[src/hdl/fir_pkg.sv]
package fir_pkg;

  //////////////////////////////
  // word widths
  //////////////////////////////

  localparam int SAMPLE_W       = 16;  // sfix16_En15
  localparam int COEFF_W        = 16;  // sfix16_En19
  localparam int FULL_PRODUCT_W = 32;  // sfix32_En34, exact product
  localparam int PRODUCT_W      = 31;  // sfix31_En34, kept product
  localparam int ACC_W          = 35;  // sfix35_En34

  //////////////////////////////
  // payload types
  //////////////////////////////

  typedef logic signed [SAMPLE_W-1:0]  sample_t;   // input sample
  typedef logic signed [COEFF_W-1:0]   coeff_t;    // filter coefficient
  typedef logic signed [PRODUCT_W-1:0] product_t;  // one tap product
  typedef logic signed [ACC_W-1:0]     acc_t;      // running sum and output

  //////////////////////////////
  // filter geometry
  //////////////////////////////

  localparam int NUM_TAPS          = 32;
  localparam int NUM_UNIQUE_COEFFS = NUM_TAPS / 2;  // symmetric response

  //////////////////////////////
  // coefficient table
  //////////////////////////////

  // Only the first half of the impulse response is stored. The response is
  // even-symmetric, so tap i and tap NUM_TAPS-1-i share one entry. Entry 0
  // belongs to the outermost taps and entry 15 to the two centre taps.
  // All values are positive, the largest being entry 15.
  localparam coeff_t coeff_table [NUM_UNIQUE_COEFFS] = '{
    16'sh32DD,  // coeff1, taps 0 and 31
    16'sh18C9,  // coeff2
    16'sh1E35,  // coeff3
    16'sh23F9,  // coeff4
    16'sh29FA,  // coeff5
    16'sh301D,  // coeff6
    16'sh3640,  // coeff7
    16'sh3C41,  // coeff8
    16'sh41F9,  // coeff9
    16'sh4755,  // coeff10
    16'sh4C35,  // coeff11
    16'sh5076,  // coeff12
    16'sh53F5,  // coeff13
    16'sh56B2,  // coeff14
    16'sh588E,  // coeff15
    16'sh5979   // coeff16, taps 15 and 16
  };

  // Range notes for the fixed formats above:
  //   |sample| <= 2^15 and max coeff 0x5979 give |product| < 2^30,
  //   so the cut from 32 to 31 bits never changes a value.
  //   Sum of all 32 coefficient magnitudes times 2^15 stays below 2^34,
  //   so the 35-bit sum cannot wrap for any legal input stream.

endpackage

[src/hdl/product_accumulator.sv]
`timescale 1ns/100ps

module product_accumulator (
  input  logic              clk,
  input  logic              rst_n,
  input  logic              clk_enable,                         // load strobe
  input  fir_pkg::product_t products [fir_pkg::NUM_TAPS],       // tap products
  output fir_pkg::acc_t     filter_out                          // registered sum
);

  localparam int EXT_W = fir_pkg::ACC_W - fir_pkg::PRODUCT_W;   // sign bits added

  fir_pkg::acc_t product_ext [fir_pkg::NUM_TAPS];  // products at sum width
  fir_pkg::acc_t sum_chain   [fir_pkg::NUM_TAPS];  // partial sums, tap order

  //////////////////////////////
  // sign extension
  //////////////////////////////

  for (genvar i = 0; i < fir_pkg::NUM_TAPS; i++) begin : g_ext
    assign product_ext[i] = {{EXT_W{products[i][fir_pkg::PRODUCT_W-1]}}, products[i]};
  end

  //////////////////////////////
  // adder chain
  //////////////////////////////

  // Each stage adds one more product to the previous partial sum. The
  // result is kept at 35 bits, so any carry out of the top bit is dropped.

  assign sum_chain[0] = product_ext[0];  // first tap seeds the chain

  for (genvar i = 1; i < fir_pkg::NUM_TAPS; i++) begin : g_sum
    assign sum_chain[i] = sum_chain[i-1] + product_ext[i];  // wraps at 35 bits
  end

  //////////////////////////////
  // output register
  //////////////////////////////

  // captures the sum of the taps as they stand before the enabled edge,
  // which puts the output one enabled edge behind the delay line
  always_ff @(posedge clk or negedge rst_n) begin
    if (!rst_n) begin
      filter_out <= '0;
    end else if (clk_enable) begin
      filter_out <= sum_chain[fir_pkg::NUM_TAPS-1];  // full 32-tap total
    end
  end

endmodule

[config.mk]
export PLATFORM = sky130hd
export DESIGN_NAME = product_accumulator
export DESIGN_NICKNAME = d
export VERILOG_FILES = /design/src/hdl/fir_pkg.sv /design/src/hdl/product_accumulator.sv
export SDC_FILE = /design/constraint.sdc
export NUM_CORES = 2
export LEC_CHECK = 0
export ABC_CLOCK_PERIOD_IN_PS = 2100
export BUFFER_PORTS_ARGS = -buffer_cell sky130_fd_sc_hd__buf_4
export CAP_MARGIN = 20
export CELL_PAD_IN_SITES_DETAIL_PLACEMENT = 1
export CELL_PAD_IN_SITES_GLOBAL_PLACEMENT = 1
export CORE_AREA = 2 2 402 404
export CTS_BUF_LIST = sky130_fd_sc_hd__clkbuf_16
export CTS_CLUSTER_SIZE = 30
export DETAILED_ROUTE_END_ITERATION = 8
export DIE_AREA = 0 0 404 406
export PLACE_DENSITY = 0.47
export SYNTH_ARGS = -nofsm -noshare
export SYNTH_HDL_FRONTEND = slang
export SYNTH_SLANG_ARGS = --single-unit
[constraint.sdc]
create_clock -name clk -period 2.1 [get_ports clk]
set_clock_uncertainty 0.05 [all_clocks]
set_input_delay 0.21 -clock clk [delete_from_list [all_inputs] [get_ports clk]]
set_output_delay 0.21 -clock clk [all_outputs]
set_load 0.02 [all_outputs]
; ---- Yosys cells after proc, flatten, opt, wreduce, memory -nomap -nowiden
; Index checks and enable logic that the tools add are counted.
[totals]
in_bits = 995
elab_cells = 32
regBits = 35
[classes]
add_sub_neg = 31
[op_table]
columns = operator, count
row1 = adder 35 x 31 -> 35 bit, 27
row2 = adder 34 x 31 -> 35 bit, 1
row3 = adder 33 x 31 -> 34 bit, 1
row4 = adder 32 x 31 -> 33 bit, 1
row5 = adder 31 x 31 -> 32 bit, 1

; ---- Depth between registers and ports, before layout
[logic_depth]
word_depth = 31
depth_mapped = 28
depth_no_buf = 28

; ---- Worst setup path before layout
; Ideal clock, no wire load.
[synth_timing]
kind = input -> register
startpoint = input products[653] (netlist bit)
endpoint = register filter_out[34]
setup_time_ns = 0.082
path_stages = 26
arrival_time_ns = 6.917
slack_ns = -4.948
cell_sequence = inv_1 fa_1 inv_1 fa_1 inv_1 fa_1 fa_1 inv_1 fa_1 fa_1 inv_1 fa_1 inv_1 fa_1 ha_1 inv_1 fa_1 nor2b_4 o31a_4 o41ai_2 o21ai_2 a31oi_4 o31ai_4 a21boi_1 or4_1 a31oi_1
[synth_via]
elab_chain_len = 22
[synth_rtl]
columns = element, line
row1 = start: declaration, product_accumulator.sv:7  ; input fir_pkg::product_t products [fir_pkg::NUM_TAPS],
row2 = adder 35 x 31 -> 35 bit (22 in a row), product_accumulator.sv:34  ; assign sum_chain[i] = sum_chain[i-1] + product_ext[i];
row3 = end signal: assignment, product_accumulator.sv:47  ; filter_out <= sum_chain[fir_pkg::NUM_TAPS-1];
row4 = end: declaration, product_accumulator.sv:8  ; output fir_pkg::acc_t filter_out
; No other way between the ends.
; A chain may end at the register's enable or synchronous reset.

; ---- Worst setup path in the final report
[layout_timing]
startpoint = input products[560] (netlist bit)
endpoint = register filter_out[26]
[layout_via]
elab_chain_len = 19
[layout_rtl]
columns = element, line
row1 = adder 35 x 31 -> 35 bit (19 in a row), product_accumulator.sv:34
; No other way between the ends.

==> flow_summary.ini <==
[sta]
min_period_ns = 6.92
report.final.hold_viol_count = 0
finalMaxSlewViolations = 0
fin_ws_ns = -4.82
rsz0062_at_grt = true
slew_headroom_pct = 51.3
finalSetupViolCount = 35
worstMarginPinSlew_ns = 0.730
period_share_pct = 330
clock.fmax_ghz = 0.144

[yosys]
muxShareOfSynthArea_pct = 1.06
avgSynthCellArea_um2 = 10.5
synthTopCellsByArea = fa_1 (70%), inv_1 (18%), dfrtp_1 (3.2%)
yosysSeqAreaShare_pct = 3.24
synth_area_leader_cell = fa_1
synth_fa_ha_area_share_pct = 72.3
ys_types = 55
synth_nets = 4568
synth_simple_gate_area_share_pct = 1.35
synth_top_family_by_area = adder cells
yosysTopAreaCellShare_pct = 69.9
ys.flop_type = dfrtp_1
ys_ff_latch = 35
synthesis.area_um2 = 27000
synth-async-reset-ratio_pct = 100
synth_xor_area_share_pct = 1.13
yosysWarnings = 0
synth_cells = 2578
synth_edf_count = 0
synth-compound-area-share_pct = 2.61

[finish]
drive_gt1_share_pct = 35.1
syn_to_final_growth_pct = 45.4
largest_reg_flops = 35
top_register = filter_out
layout_common_cells = inv_1 (1286), buf_4 (1136), fa_1 (927)
final_nets = 5729
fin_cells = 5841
top_regs = filter_out x35
final_common_cell = inv_1

[detailed_routing]
route.vias.total = 20000
drtAntennaViolNets = 0
wirelength_um = 122000
post-route-drc-count = 0
drt_iter0_drc = 409
post_drt_via_cell_ratio = 3.43
wl_per_cell_um = 20.8
dr.pass1.iters = 4

[critical_path]
critPathLaunchType = input pin
end_kind = flop
criticalPathCategory = input pin to flop
cp_data_arrival_time_ns = 7.08
required_ns = 2.26
path_max_fanout = 3

[cts]
clk_latency_ns = 0.32
cts_buffer_depth = 2
cts-htree-levels = 2
cts_sinks = 35
numCtsBuffers = 5
cts.clk_slew.worst_paths_ns = 0.08
cts_tree = yes
cts_root_buf = clkbuf_16

[place]
place.gp.congestion = 0.863
port_buffers = 1029
place_inst = 5804
place_hpwl_um = 120000

[floorplanning]
dieArea_um2 = 164000
fp.dieW_um = 404
start_util_pct = 16.9
row_count = 147
io_pins = 1030
die_h_um = 406
coreArea_um2 = 160000

[flow_run]
cap_violations = 0

[min_path]
hp-class = input pin to async pin

[status]
violations = setup timing
outcome = complete, but fails checks

[global_route]
antenna_found_initial = 29
grt_max_degree = 40
grt_overflow = 0
track_usage_pct = 14.8
grt_pass1_wl_um = 172000
grt_pass1_vias = 24800
[routing by layer]
layer | share of wire [%] | routed length, um | vias up | global-route usage, %
li1 | - | - | 9008 | -
met1 | 37 | 44700 | 10400 | 16.9
met2 | 56 | 67800 | 576 | 28.5
met3 | 6.4 | 7850 | 52 | 3.37
met4 | 1.0 | 1240 | 14 | 1.99
met5 | 0.066 | 80 | - | 0
[critical path, stage by stage]
cell and delay, ns:
buf_6 0.07, inv_2 0.03, fa_1 0.55, inv_2 0.05
fa_1 0.55, inv_2 0.05, fa_1 0.45, fa_1 0.49
inv_1 0.05, fa_1 0.52, fa_1 0.50, inv_1 0.05
fa_1 0.49, inv_2 0.04, fa_1 0.49, ha_4 0.19
inv_2 0.05, fa_2 0.22, nor2b_4 0.05, o31a_4 0.34
o41ai_4 0.22, o21ai_2 0.12, a31oi_4 0.24, o31ai_4 0.13
buf_6 0.15, o21a_1 0.19, or3_1 0.37, a31o_1 0.21
[final cells by class]
cell class                 count  area (um2)
clock inverter                 3        43.8
inverter                    1316        4950
fill                       18500      120000
clock buffer                   5         125
tap                         2086        2610
multi-input combinational   1221       21900
antenna                       15        37.5
sequential                    35         876
timing repair buffer        1160        8810
[cells by family (layout without fill, tap and decap cells)]
kind of cell / after synthesis / in the layout
buf+inv: 1322 / 2484
fa+ha+maj: 995 / 995
compound gates: 97 / 97
simple gates: 69 / 69
xor+xnor: 35 / 35
flops: 35 / 35
mux: 25 / 25
other cells: 0 / 15
[synth_stat cells, types with 3 or more instances]
| master | number |
|---|---|
| nand2b_1 | 3 |
| fa_1 | 944 |
| and3_1 | 5 |
| or3_1 | 3 |
| nand3_1 | 8 |
| clkbuf_1 | 3 |
| nand2_1 | 16 |
| o21a_1 | 3 |
| and2_1 | 3 |
| dfrtp_1 | 35 |
| a21oi_1 | 21 |
| inv_1 | 1315 |
| a211oi_1 | 6 |
| buf_1 | 3 |
| o21ai_0 | 11 |
| o31ai_1 | 3 |
| nor3_1 | 3 |
| xor2_1 | 12 |
| o21ai_1 | 5 |
| xnor2_1 | 23 |
| nor2b_1 | 3 |
| a31oi_1 | 4 |
| ha_1 | 51 |
| o211ai_1 | 5 |
| a21o_1 | 15 |
| mux2_2 | 24 |
| nor2_1 | 14 |
| o21bai_1 | 4 |
[final timing paths]
path | from | to | slack [ns] | cells past startpoint
worst max-delay path | products[560] | filter_out[26] | -4.82 | 28
worst min-delay path | rst_n | filter_out[0] | 0.36 | 2
worst max register to register | filter_out[30] | filter_out[30] | 1.17 | 2
worst min register to register | filter_out[28] | filter_out[28] | 0.46 | 1
max in group asynchronous | rst_n | filter_out[5] | 1.12 | 2
min in group clk | clk_enable | filter_out[24] | 0.37 | 4
[timing repair]
item | CTS | global route
hold buffers | 1 | 0
endpoints found under the hold margin | 35 | 0
gates resized for setup | 94 | 53
pin swaps | 51 | 42
buffers inserted | 8 | 8
setup endpoints to repair | 35 | 35
[metrics by stage]
stage	hold slack, ns	setup slack, ns	TNS, ns	utilization, %	cell area [um2]
finish	0.361	-4.82	-140.48	24.6	39300
global placement	0.254	-5.36	-159.43	24.0	38300
floorplan	-0.136	-4.59	-132.98	-	27100
CTS	0.391	-4.92	-142.02	24.4	39000
global route	0.408	-5.09	-148.17	24.6	39300
detailed placement	0.248	-5.36	-159.18	24.0	38300
Power is not shown: default switching activity piles up to over one toggle a cycle in this logic, so the estimate is an artifact.
