File: config.mk
export PLATFORM = sky130hd
export DESIGN_NAME = tap_delay_line
export DESIGN_NICKNAME = d
export VERILOG_FILES = /design/src/hdl/fir_pkg.sv /design/src/hdl/tap_delay_line.sv
export SDC_FILE = /design/constraint.sdc
export NUM_CORES = 1
export LEC_CHECK = 0
export ABC_AREA = 0
export BUFFER_PORTS_ARGS = -buffer_cell sky130_fd_sc_hd__clkbuf_2
export CORE_AREA = 2 2 206 208
export DETAILED_ROUTE_END_ITERATION = 10
export DIE_AREA = 0 0 208 210
export GPL_TIMING_DRIVEN = 0
export PLACE_DENSITY = 0.73
export SLEW_MARGIN = 20
export SYNTH_ARGS = -nofsm -noshare
export SYNTH_HDL_FRONTEND = slang
export SYNTH_SLANG_ARGS = --single-unit
File: constraint.sdc
create_clock -name clk -period 1.2 [get_ports clk]
set_clock_uncertainty 0.05 [all_clocks]
set_input_delay 0.18 -clock clk [delete_from_list [all_inputs] [get_ports clk]]
set_output_delay 0.18 -clock clk [all_outputs]
set_load 0.005 [all_outputs]
File: src/hdl/fir_pkg.sv
package fir_pkg;

  //////////////////////////////
  // word widths
  //////////////////////////////

  localparam int SAMPLE_W       = 16;  // sfix16_En15
  localparam int COEFF_W        = 16;  // sfix16_En19
  localparam int FULL_PRODUCT_W = 32;  // sfix32_En34, exact product
  localparam int PRODUCT_W      = 31;  // sfix31_En34, kept product
  localparam int ACC_W          = 35;  // sfix35_En34

  //////////////////////////////
  // payload types
  //////////////////////////////

  typedef logic signed [SAMPLE_W-1:0]  sample_t;   // input sample
  typedef logic signed [COEFF_W-1:0]   coeff_t;    // filter coefficient
  typedef logic signed [PRODUCT_W-1:0] product_t;  // one tap product
  typedef logic signed [ACC_W-1:0]     acc_t;      // running sum and output

  //////////////////////////////
  // filter geometry
  //////////////////////////////

  localparam int NUM_TAPS          = 32;
  localparam int NUM_UNIQUE_COEFFS = NUM_TAPS / 2;  // symmetric response

  //////////////////////////////
  // coefficient table
  //////////////////////////////

  // Only the first half of the impulse response is stored. The response is
  // even-symmetric, so tap i and tap NUM_TAPS-1-i share one entry. Entry 0
  // belongs to the outermost taps and entry 15 to the two centre taps.
  // All values are positive, the largest being entry 15.
  localparam coeff_t coeff_table [NUM_UNIQUE_COEFFS] = '{
    16'sh32DD,  // coeff1, taps 0 and 31
    16'sh18C9,  // coeff2
    16'sh1E35,  // coeff3
    16'sh23F9,  // coeff4
    16'sh29FA,  // coeff5
    16'sh301D,  // coeff6
    16'sh3640,  // coeff7
    16'sh3C41,  // coeff8
    16'sh41F9,  // coeff9
    16'sh4755,  // coeff10
    16'sh4C35,  // coeff11
    16'sh5076,  // coeff12
    16'sh53F5,  // coeff13
    16'sh56B2,  // coeff14
    16'sh588E,  // coeff15
    16'sh5979   // coeff16, taps 15 and 16
  };

  // Range notes for the fixed formats above:
  //   |sample| <= 2^15 and max coeff 0x5979 give |product| < 2^30,
  //   so the cut from 32 to 31 bits never changes a value.
  //   Sum of all 32 coefficient magnitudes times 2^15 stays below 2^34,
  //   so the 35-bit sum cannot wrap for any legal input stream.

endpackage

File: src/hdl/tap_delay_line.sv
`timescale 1ns/100ps

module tap_delay_line #(
  parameter int TAP_DEPTH = fir_pkg::NUM_TAPS
) (
  input  logic             clk,
  input  logic             rst_n,
  input  logic             clk_enable,           // advance strobe
  input  fir_pkg::sample_t filter_in,            // newest sample
  output fir_pkg::sample_t taps [TAP_DEPTH]      // taps[0] newest
);

  //////////////////////////////
  // sample history
  //////////////////////////////

  // One register per tap. On an enabled edge every sample moves one place
  // towards the old end and the incoming sample lands in position 0.
  // The oldest sample simply falls off the far end.

  always_ff @(posedge clk or negedge rst_n) begin
    if (!rst_n) begin
      for (int i = 0; i < TAP_DEPTH; i++) begin
        taps[i] <= '0;                           // empty history
      end
    end else if (clk_enable) begin
      taps[0] <= filter_in;                      // load new sample
      for (int i = 1; i < TAP_DEPTH; i++) begin
        taps[i] <= taps[i-1];                    // shift by one
      end
    end
  end

endmodule

# Yosys cells after proc, flatten, opt, wreduce, memory -nomap -nowiden
# Index checks and enable logic that the tools add are counted.
# totals
inputBits	19
out_inout_bits	512
ff_bits	512

# Longest topological paths before layout
# Gate-level depths: netlist of run 1.
# depth
depth_word	0
depth_mapped	4
mapped_depth_nobuf	1

# Worst setup path before layout of run 1
# No wires, ideal clock.
# synth_timing
path_kind	input-to-reg
start	input clk_enable
end	register taps[105] (netlist bit)
path_buffers	3
path_stages	4
arrival_time_ns	0.928
slack_ns	0.097
cell_sequence	buf_6 buf_6 clkbuf_8 mux2_2
# synth_lines
item	line_no	text
from (decl)	tap_delay_line.sv:8	input logic clk_enable,
to (signal, indexed assignment)	tap_delay_line.sv:29	taps[i] <= taps[i-1];
to (decl)	tap_delay_line.sv:10	output fir_pkg::sample_t taps [TAP_DEPTH]
# No word-level cell between the ends.

# Worst setup path in the final report of run 1
# layout_timing
start	register taps[128] (netlist bit)
end	output taps[128] (netlist bit)
# No word-level cell between the ends.

==> results of run 1 <==
[metrics by stage]
step / std cells / TNS, ns / hold WS (ns) / setup slack, ns / instance area, sq um
global route: 2853 / -84.93 / -0.527 / -0.260 / 29300
finish: 2853 / -66.87 / -0.534 / -0.256 / 29300
CTS: 2676 / -79.26 / -0.543 / -0.261 / 27700
floorplan: 1081 / 0 / -0.166 / 0.0971 / 19200
global placement: 2149 / -5840.00 / 0.365 / -11.39 / 22500
detailed placement: 2155 / -98.90 / 0.0822 / -0.499 / 22700
[what timing repair did]
item | in CTS | in global routing
cloned | 0 | 1
setup endpoints to repair | 512 | 584
endpoints found under the hold margin | 274 | 220
resized for setup | 25 | 69
setup buffers | 413 | 176
[per-layer routing]
metal | track usage | vias up | wire (um)
li1 | - | 6248 | -
met1 | 0.310 | 7508 | 23500
met2 | 0.449 | 614 | 32800
met3 | 0.0717 | 174 | 4770
met4 | 0.112 | 0 | 3200
met5 | 0 | - | 0
[placed cells by master (no fill, tap or decap)]
master	synthesis	final
clkbuf_8	8	28
dlygate4sd3_1	0	16
buf_2	3	9
clkbuf_16	0	54
clkbuf_1	0	16
dfrtp_2	0	17
clkbuf_2	0	489
clkinv_2	0	7
buf_6	46	73
mux2_2	512	512
dfrtp_1	512	495
bufinv_16	0	3
buf_4	0	589
buf_16	0	6
[cells by family after synthesis]
group	synth area share
DFF	0.667
buffers and inverters	0.0335
muxes	0.300
[power by group]
group / leakage (uW) / switching, uW / internal [uW]
Combinational: 0.00806 / 12400 / 19600
Sequential: 0.00634 / 4910 / 24100
Clock: 0.000835 / 6700 / 9530
[cell type report]
type                    instances  area, sq um  share of cell area
multi-input cells             512         5770               0.197
flip-flops and latches        512        12800               0.439
well taps                     539          674              0.0231
clock inverters                10          125             0.00428
plain buffers                  57          643              0.0220
clock buffers                  82         1570              0.0535
repair buffers               1141         7650               0.261
[final timing paths]
check,depth (start not counted),end,slack [ns],from
worst max-delay path,1,taps[128],-0.26,taps[128]$_DFFE_PN0P_
worst min-delay path,1,taps[206]$_DFFE_PN0P_,-0.53,rst_n
worst max register to register,3,taps[128]$_DFFE_PN0P_,-0.02,taps[128]$_DFFE_PN0P_
worst min register to register,1,taps[13]$_DFFE_PN0P_,0.46,taps[13]$_DFFE_PN0P_
max in group asynchronous,4,taps[303]$_DFFE_PN0P_,0.29,rst_n
min in group clk,3,taps[31]$_DFFE_PN0P_,0.13,clk_enable
==> metrics.log, run 1 <==
[metrics] initial antenna violation count: 0
[metrics] cell at the slowest stage of the critical path: dfrtp_1
[metrics] drt via density: 5.10
[metrics] Avg Cell Area, Syn: 17.8 sq um
[metrics] total length of routed wires: 64.3 mm
[metrics] peak clock frequency supported by timing: approximately 700 MHz
[metrics] transition time at the pin with the least slew margin: 0.479 ns
[metrics] highest net fanout along the worst path: 2
[metrics] number of synthesized register bits: 512
[metrics] number of rows created at floorplan: 75
[metrics] pin count of the biggest net entering global routing: 97
[metrics] total iterations of the first detailed-routing run: 6
[metrics] unrepaired setup endpoints after global routing: yes
[metrics] maximum level of the CTS H-tree: 2
[metrics] distinct cell type count of the synthesized netlist: 5
[metrics] Die Y: around 210 um
[metrics] failing checks: hold timing, setup timing
[metrics] clock latency reported for the late side of the worst-skew pair: 0.59 ns
[metrics] leakage: 0.0152 uW
[metrics] buffers plus inverters on the worst setup path: 1
[metrics] total of max-cap violations: 0
[metrics] number of buffer cells added on primary ports: 529
[metrics] vias after detailed routing: 14544
[metrics] vias in the first global route: 14563
[metrics] cell types with the highest counts after synthesis: dfrtp_1 (512), mux2_2 (512), buf_6 (46)
[metrics] sequential element share of the synthesized area: 0.667
[metrics] Max rail drop VDD: 1.76 mV
[metrics] number of flops mapped to enable cells by yosys: 0
[metrics] GP Congestion: 0.826
[metrics] count of pins over their slew limit: 0
[metrics] area of the mapped netlist: 19200 sq um
[metrics] critical path startpoint category: register
[metrics] maximum buffer depth of the clock tree: 3
[metrics] filler cell count: 2562
[metrics] outcome: finished with violations
[metrics] required time at the endpoint of the critical path: about 0.97 ns
[metrics] Synth Net Count: 1100
[metrics] critical path class: register to output port
[metrics] remaining global-route overflow: 0
[metrics] Initial Util: 0.463
[metrics] Final WS setup: -0.256 ns
[metrics] cells taking the most area after synthesis: dfrtp_1 (67%), mux2_2 (30%), buf_6 (2.7%), clkbuf_8 (0.57%), buf_2 (0.078%)
[metrics] number of buffers inserted for hold repair after clock tree synthesis: 16
[metrics] overall track demand over capacity in global routing: 0.261
[metrics] Critical Path AT: 1.23 ns
[metrics] Final Core Density: 0.705
[metrics] Starting DRT DRC Count: 887
[metrics] Worst Hold Margin: -0.534 ns
[metrics] Inserted Clock Buffers: 52
[metrics] PnR Total Power: roughly 77000 uW
[metrics] register name with the most flops: taps
[metrics] die area: 43700 sq um
[metrics] wire length of the first global-routing pass: 87.7 mm
[metrics] Tightest Hold Check Type: primary input to asynchronous set/reset pin
[metrics] ports placed on the boundary: 531
[metrics] die outline width: ~210 um
[metrics] area added between synthesis and finish: 52.2%
[metrics] routed len/inst: between 20 and 25 um
[metrics] flip-flop count of the largest register after layout: roughly 500
[metrics] count of endpoints failing hold in the final timing report: ~260
[metrics] slew margin rel.: 0.681
[metrics] net total in the final layout: 2295
[metrics] largest stage delay on the critical path: between 0.4 and 0.5 ns
[metrics] # setup viols final: 514
[metrics] share of async-settable or async-resettable flops after synthesis: 1.00
[metrics] drt drc: 0
[metrics] post-route minimum period: 1.46 ns
[metrics] Gate Count Post-Synth: 1081
[metrics] # clock sinks: 512
[metrics] dominant register cell in the synthesized netlist: dfrtp_1
[metrics] total inserted antenna cells: 0
[metrics] CTS clk-pin slew, worst paths: about 0.070 ns
[metrics] category of cells accounting for the largest share of critical-path delay: flip-flops
[metrics] detailed-placement wirelength estimate: 37.3 mm
[metrics] residual antenna-violating net count after detailed routing: 0
[metrics] TritonCTS clock tree: done
[metrics] share of post-route cells with drive strength above 1: 0.772
[metrics] Core Box Area: 41500 sq um
[metrics] power density over the cells: about 2600 nW/um^2
[metrics] leading registers by flop count: taps (512)
[metrics] nature of the critical path endpoint: output port
[metrics] post-route clock period utilization: 1.21
[metrics] post-synthesis cell type with the largest combined area: dfrtp_1
[metrics] Synth Warn #: 0
[metrics] series of cell instances along the critical path: clkbuf_2
[metrics] share of the synthesized area in the top cell type: 0.667
[metrics] buffer type at the clock tree root: clkbuf_16
Note: power is estimated with default switching activity, not from simulation.
==> run 2: changes to the inputs <==
Settings changed: PLACE_DENSITY 0.73 to default, PLACE_DENSITY_LB_ADDON from default to 0.05, SETUP_SLACK_MARGIN from default to 0.1.
==> run 2 against run 1 <==
The run still ends with hold timing, setup timing left. Worst hold slack worse by 0.052 ns. Clock power increased by 2%. Wire length shrank 12%. Clock-buffer cell count is 5 higher. Sequential share of layout area decreased by 0.25 points. Total power fell by 1.6%. Critical path type unchanged. Largest cell class unchanged.
==> metrics.log, run 2 (synthesis results as in run 1) <==
[metrics] vias after detailed routing: 13539 (-6.9%)
[metrics] post-route minimum period: 1.38 ns (-0.0716 ns)
[metrics] # setup viols final: 512 (-0.39%)
[metrics] most common cell after layout, fill and taps aside: buf_4
[metrics] Worst Hold Margin: -0.586 ns (-0.0518 ns)
[metrics] GP Congestion: 0.823 (-0.40%)
[metrics] Max rail drop VDD: 1.43 mV (-19%)
[metrics] overall track demand over capacity in global routing: 0.250 (-0.0113)
[metrics] drt via density: 4.81 (-5.7%)
[metrics] initial antenna violation count: 0 (unchanged)
[metrics] met3 global-route usage: 0.0778 (+0.00611)
[metrics] flip-flop count of the largest register after layout: 512 (unchanged)
[metrics] Inserted Clock Buffers: 53 (+1.9%)
[metrics] share of post-route cells with drive strength above 1: 0.761 (-0.0113)
[metrics] Die Y: 210 um (unchanged)
[metrics] TritonCTS clock tree: done
[metrics] count of endpoints failing hold in the final timing report: 329 (+28%)
[metrics] failing checks: hold timing, setup timing
[metrics] peak clock frequency supported by timing: 722 MHz (+5.2%)
[metrics] transition time at the pin with the least slew margin: 0.468 ns (-0.0108 ns)
[metrics] final instance area: 29400 sq um (+0.40%)
[metrics] highest net fanout along the worst path: 2 (unchanged)
[metrics] post-route clock period utilization: 1.15 (-0.0597)
[metrics] slew margin rel.: 0.688 (+0.00723)
[metrics] sum of negative setup slack: -68.07 ns (-1.20 ns)
[metrics] filler cell count: 2989 (+17%)
[metrics] buffers plus inverters on the worst setup path: 1 (unchanged)
[metrics] die area: 43700 sq um (unchanged)
[metrics] power density over the cells: 2590 nW/um^2 (-1.9%)
[metrics] maximum level of the CTS H-tree: 2 (unchanged)
[metrics] Starting DRT DRC Count: 601 (-32%)
[metrics] maximum buffer depth of the clock tree: 3 (unchanged)
[metrics] total iterations of the first detailed-routing run: 4 (-2)
[metrics] total of max-cap violations: 0 (unchanged)
[metrics] detailed-placement wirelength estimate: 37.1 mm (-0.56%)
[metrics] PnR Total Power: 76100 uW (-1.6%)
[metrics] clock latency reported for the late side of the worst-skew pair: 0.59 ns (about the same)
[metrics] leading registers by flop count: taps (512)
[metrics] number of rows created at floorplan: 75 (unchanged)
[metrics] leakage: 0.0152 uW (about the same)
[metrics] area added between synthesis and finish: 52.8%
[metrics] critical path startpoint category: register
[metrics] cell at the slowest stage of the critical path: dfrtp_1
[metrics] drt drc: 0 (unchanged)
[metrics] CTS clk-pin slew, worst paths: 0.06 ns (about the same)
[metrics] required time at the endpoint of the critical path: 0.97 ns (about the same)
[metrics] residual antenna-violating net count after detailed routing: 0 (unchanged)
[metrics] total inserted antenna cells: 0 (unchanged)
[metrics] top library cells by usage in the layout, fill and taps aside: buf_4 (539), mux2_2 (512), dfrtp_1 (512), clkbuf_2 (457), buf_6 (97)
[metrics] pin count of the biggest net entering global routing: 89 (-8.2%)
[metrics] met2 track utilization from global routing: 0.415 (-0.0344)
[metrics] category of cells accounting for the largest share of critical-path delay: flip-flops
[metrics] Core Box Area: 41500 sq um (unchanged)
[metrics] buffer type at the clock tree root: clkbuf_16
[metrics] grt met1 use: 0.309 (-0.00115)
[metrics] total length of routed wires: 56.4 mm (-12%)
[metrics] nature of the critical path endpoint: output port
[metrics] Critical Path AT: 1.15 ns (-0.08 ns)
[metrics] Final Core Density: 0.708 (+0.00280)
[metrics] net total in the final layout: 2254 (-1.8%)
[metrics] unrepaired setup endpoints after global routing: yes
[metrics] Tightest Hold Check Type: primary input to asynchronous set/reset pin
[metrics] wire length of the first global-routing pass: 83.4 mm (-4.9%)
[metrics] number of buffer cells added on primary ports: 529 (unchanged)
[metrics] die outline width: 208 um (unchanged)
[metrics] Most Used Layer, Global Route: met2
[metrics] Final WS setup: -0.184 ns (+0.0716 ns)
[metrics] series of cell instances along the critical path: clkbuf_2
[metrics] post-place instance area: 22700 sq um (unchanged)
[metrics] vias in the first global route: 13902 (-4.5%)
[metrics] routed len/inst: 20.0 um (-11%)
[metrics] R2R setup slack: 0.10 ns (+0.12 ns)
[metrics] count of pins over their slew limit: 0 (unchanged)
[metrics] ports placed on the boundary: 531 (unchanged)
[metrics] remaining global-route overflow: 0 (unchanged)
[metrics] Initial Util: 0.463 (unchanged)
[metrics] critical path class: register to output port
[metrics] outcome: finished with violations
[metrics] # clock sinks: 512 (unchanged)
[metrics] largest stage delay on the critical path: 0.43 ns (-0.02 ns)
[metrics] register name with the most flops: taps
[run 2: per-stage QoR]
step | setup slack (ns) | hold slack [ns] | instances
after detailed placement | -1.04 | 0.160 | 2155
final | -0.184 | -0.586 | 2815
after global placement | -11.80 | 0.365 | 2149
after CTS | -0.222 | -0.564 | 2668
after global routing | -0.237 | -0.599 | 2815
after floorplan | 0.0971 | -0.166 | 1081
[run 2: layout make-up]
cell class	count	area [sq um]	area share
Buffer	57	643	0.0219
Multi-Input combinational cell	512	5770	0.196
Timing Repair Buffer	1099	7710	0.263
Clock buffer	87	1670	0.0567
Sequential cell	512	12800	0.436
Tap cell	539	674	0.0230
Clock inverter	9	98.8	0.00337
[run 2: what timing repair did]
| action | in CTS | in global routing |
|---|---|---|
| gates resized for setup | 24 | 120 |
| setup endpoints to repair | 663 | 547 |
| endpoints found under the hold margin | 247 | 278 |
| hold buffers | 16 | 4 |
| buffers inserted | 397 | 142 |
| cloned | 4 | 1 |
[run 2: final timing paths]
kind	cells after the start	start	to
max	1	taps[252]$_DFFE_PN0P_	taps[252]
min	1	rst_n	taps[275]$_DFFE_PN0P_
max reg2reg	3	taps[224]$_DFFE_PN0P_	taps[208]$_DFFE_PN0P_
min reg2reg	1	taps[2]$_DFFE_PN0P_	taps[2]$_DFFE_PN0P_
max in group asynchronous	6	rst_n	taps[419]$_DFFE_PN0P_
min in group clk	3	clk_enable	taps[45]$_DFFE_PN0P_
[run 2: power by group]
part           switching [uW]  total (uW)  internal (uW)
Sequential               4500       28500          24000
Combinational           11300       30900          19600
Clock                    6730       16600           9850
[run 2: per-layer routing]
metal / part of all wire / up-vias
met5: 0 / -
met4: 0.033 / 0
met3: 0.081 / 89
met2: 0.50 / 395
met1: 0.39 / 6890
li1: - / 6165
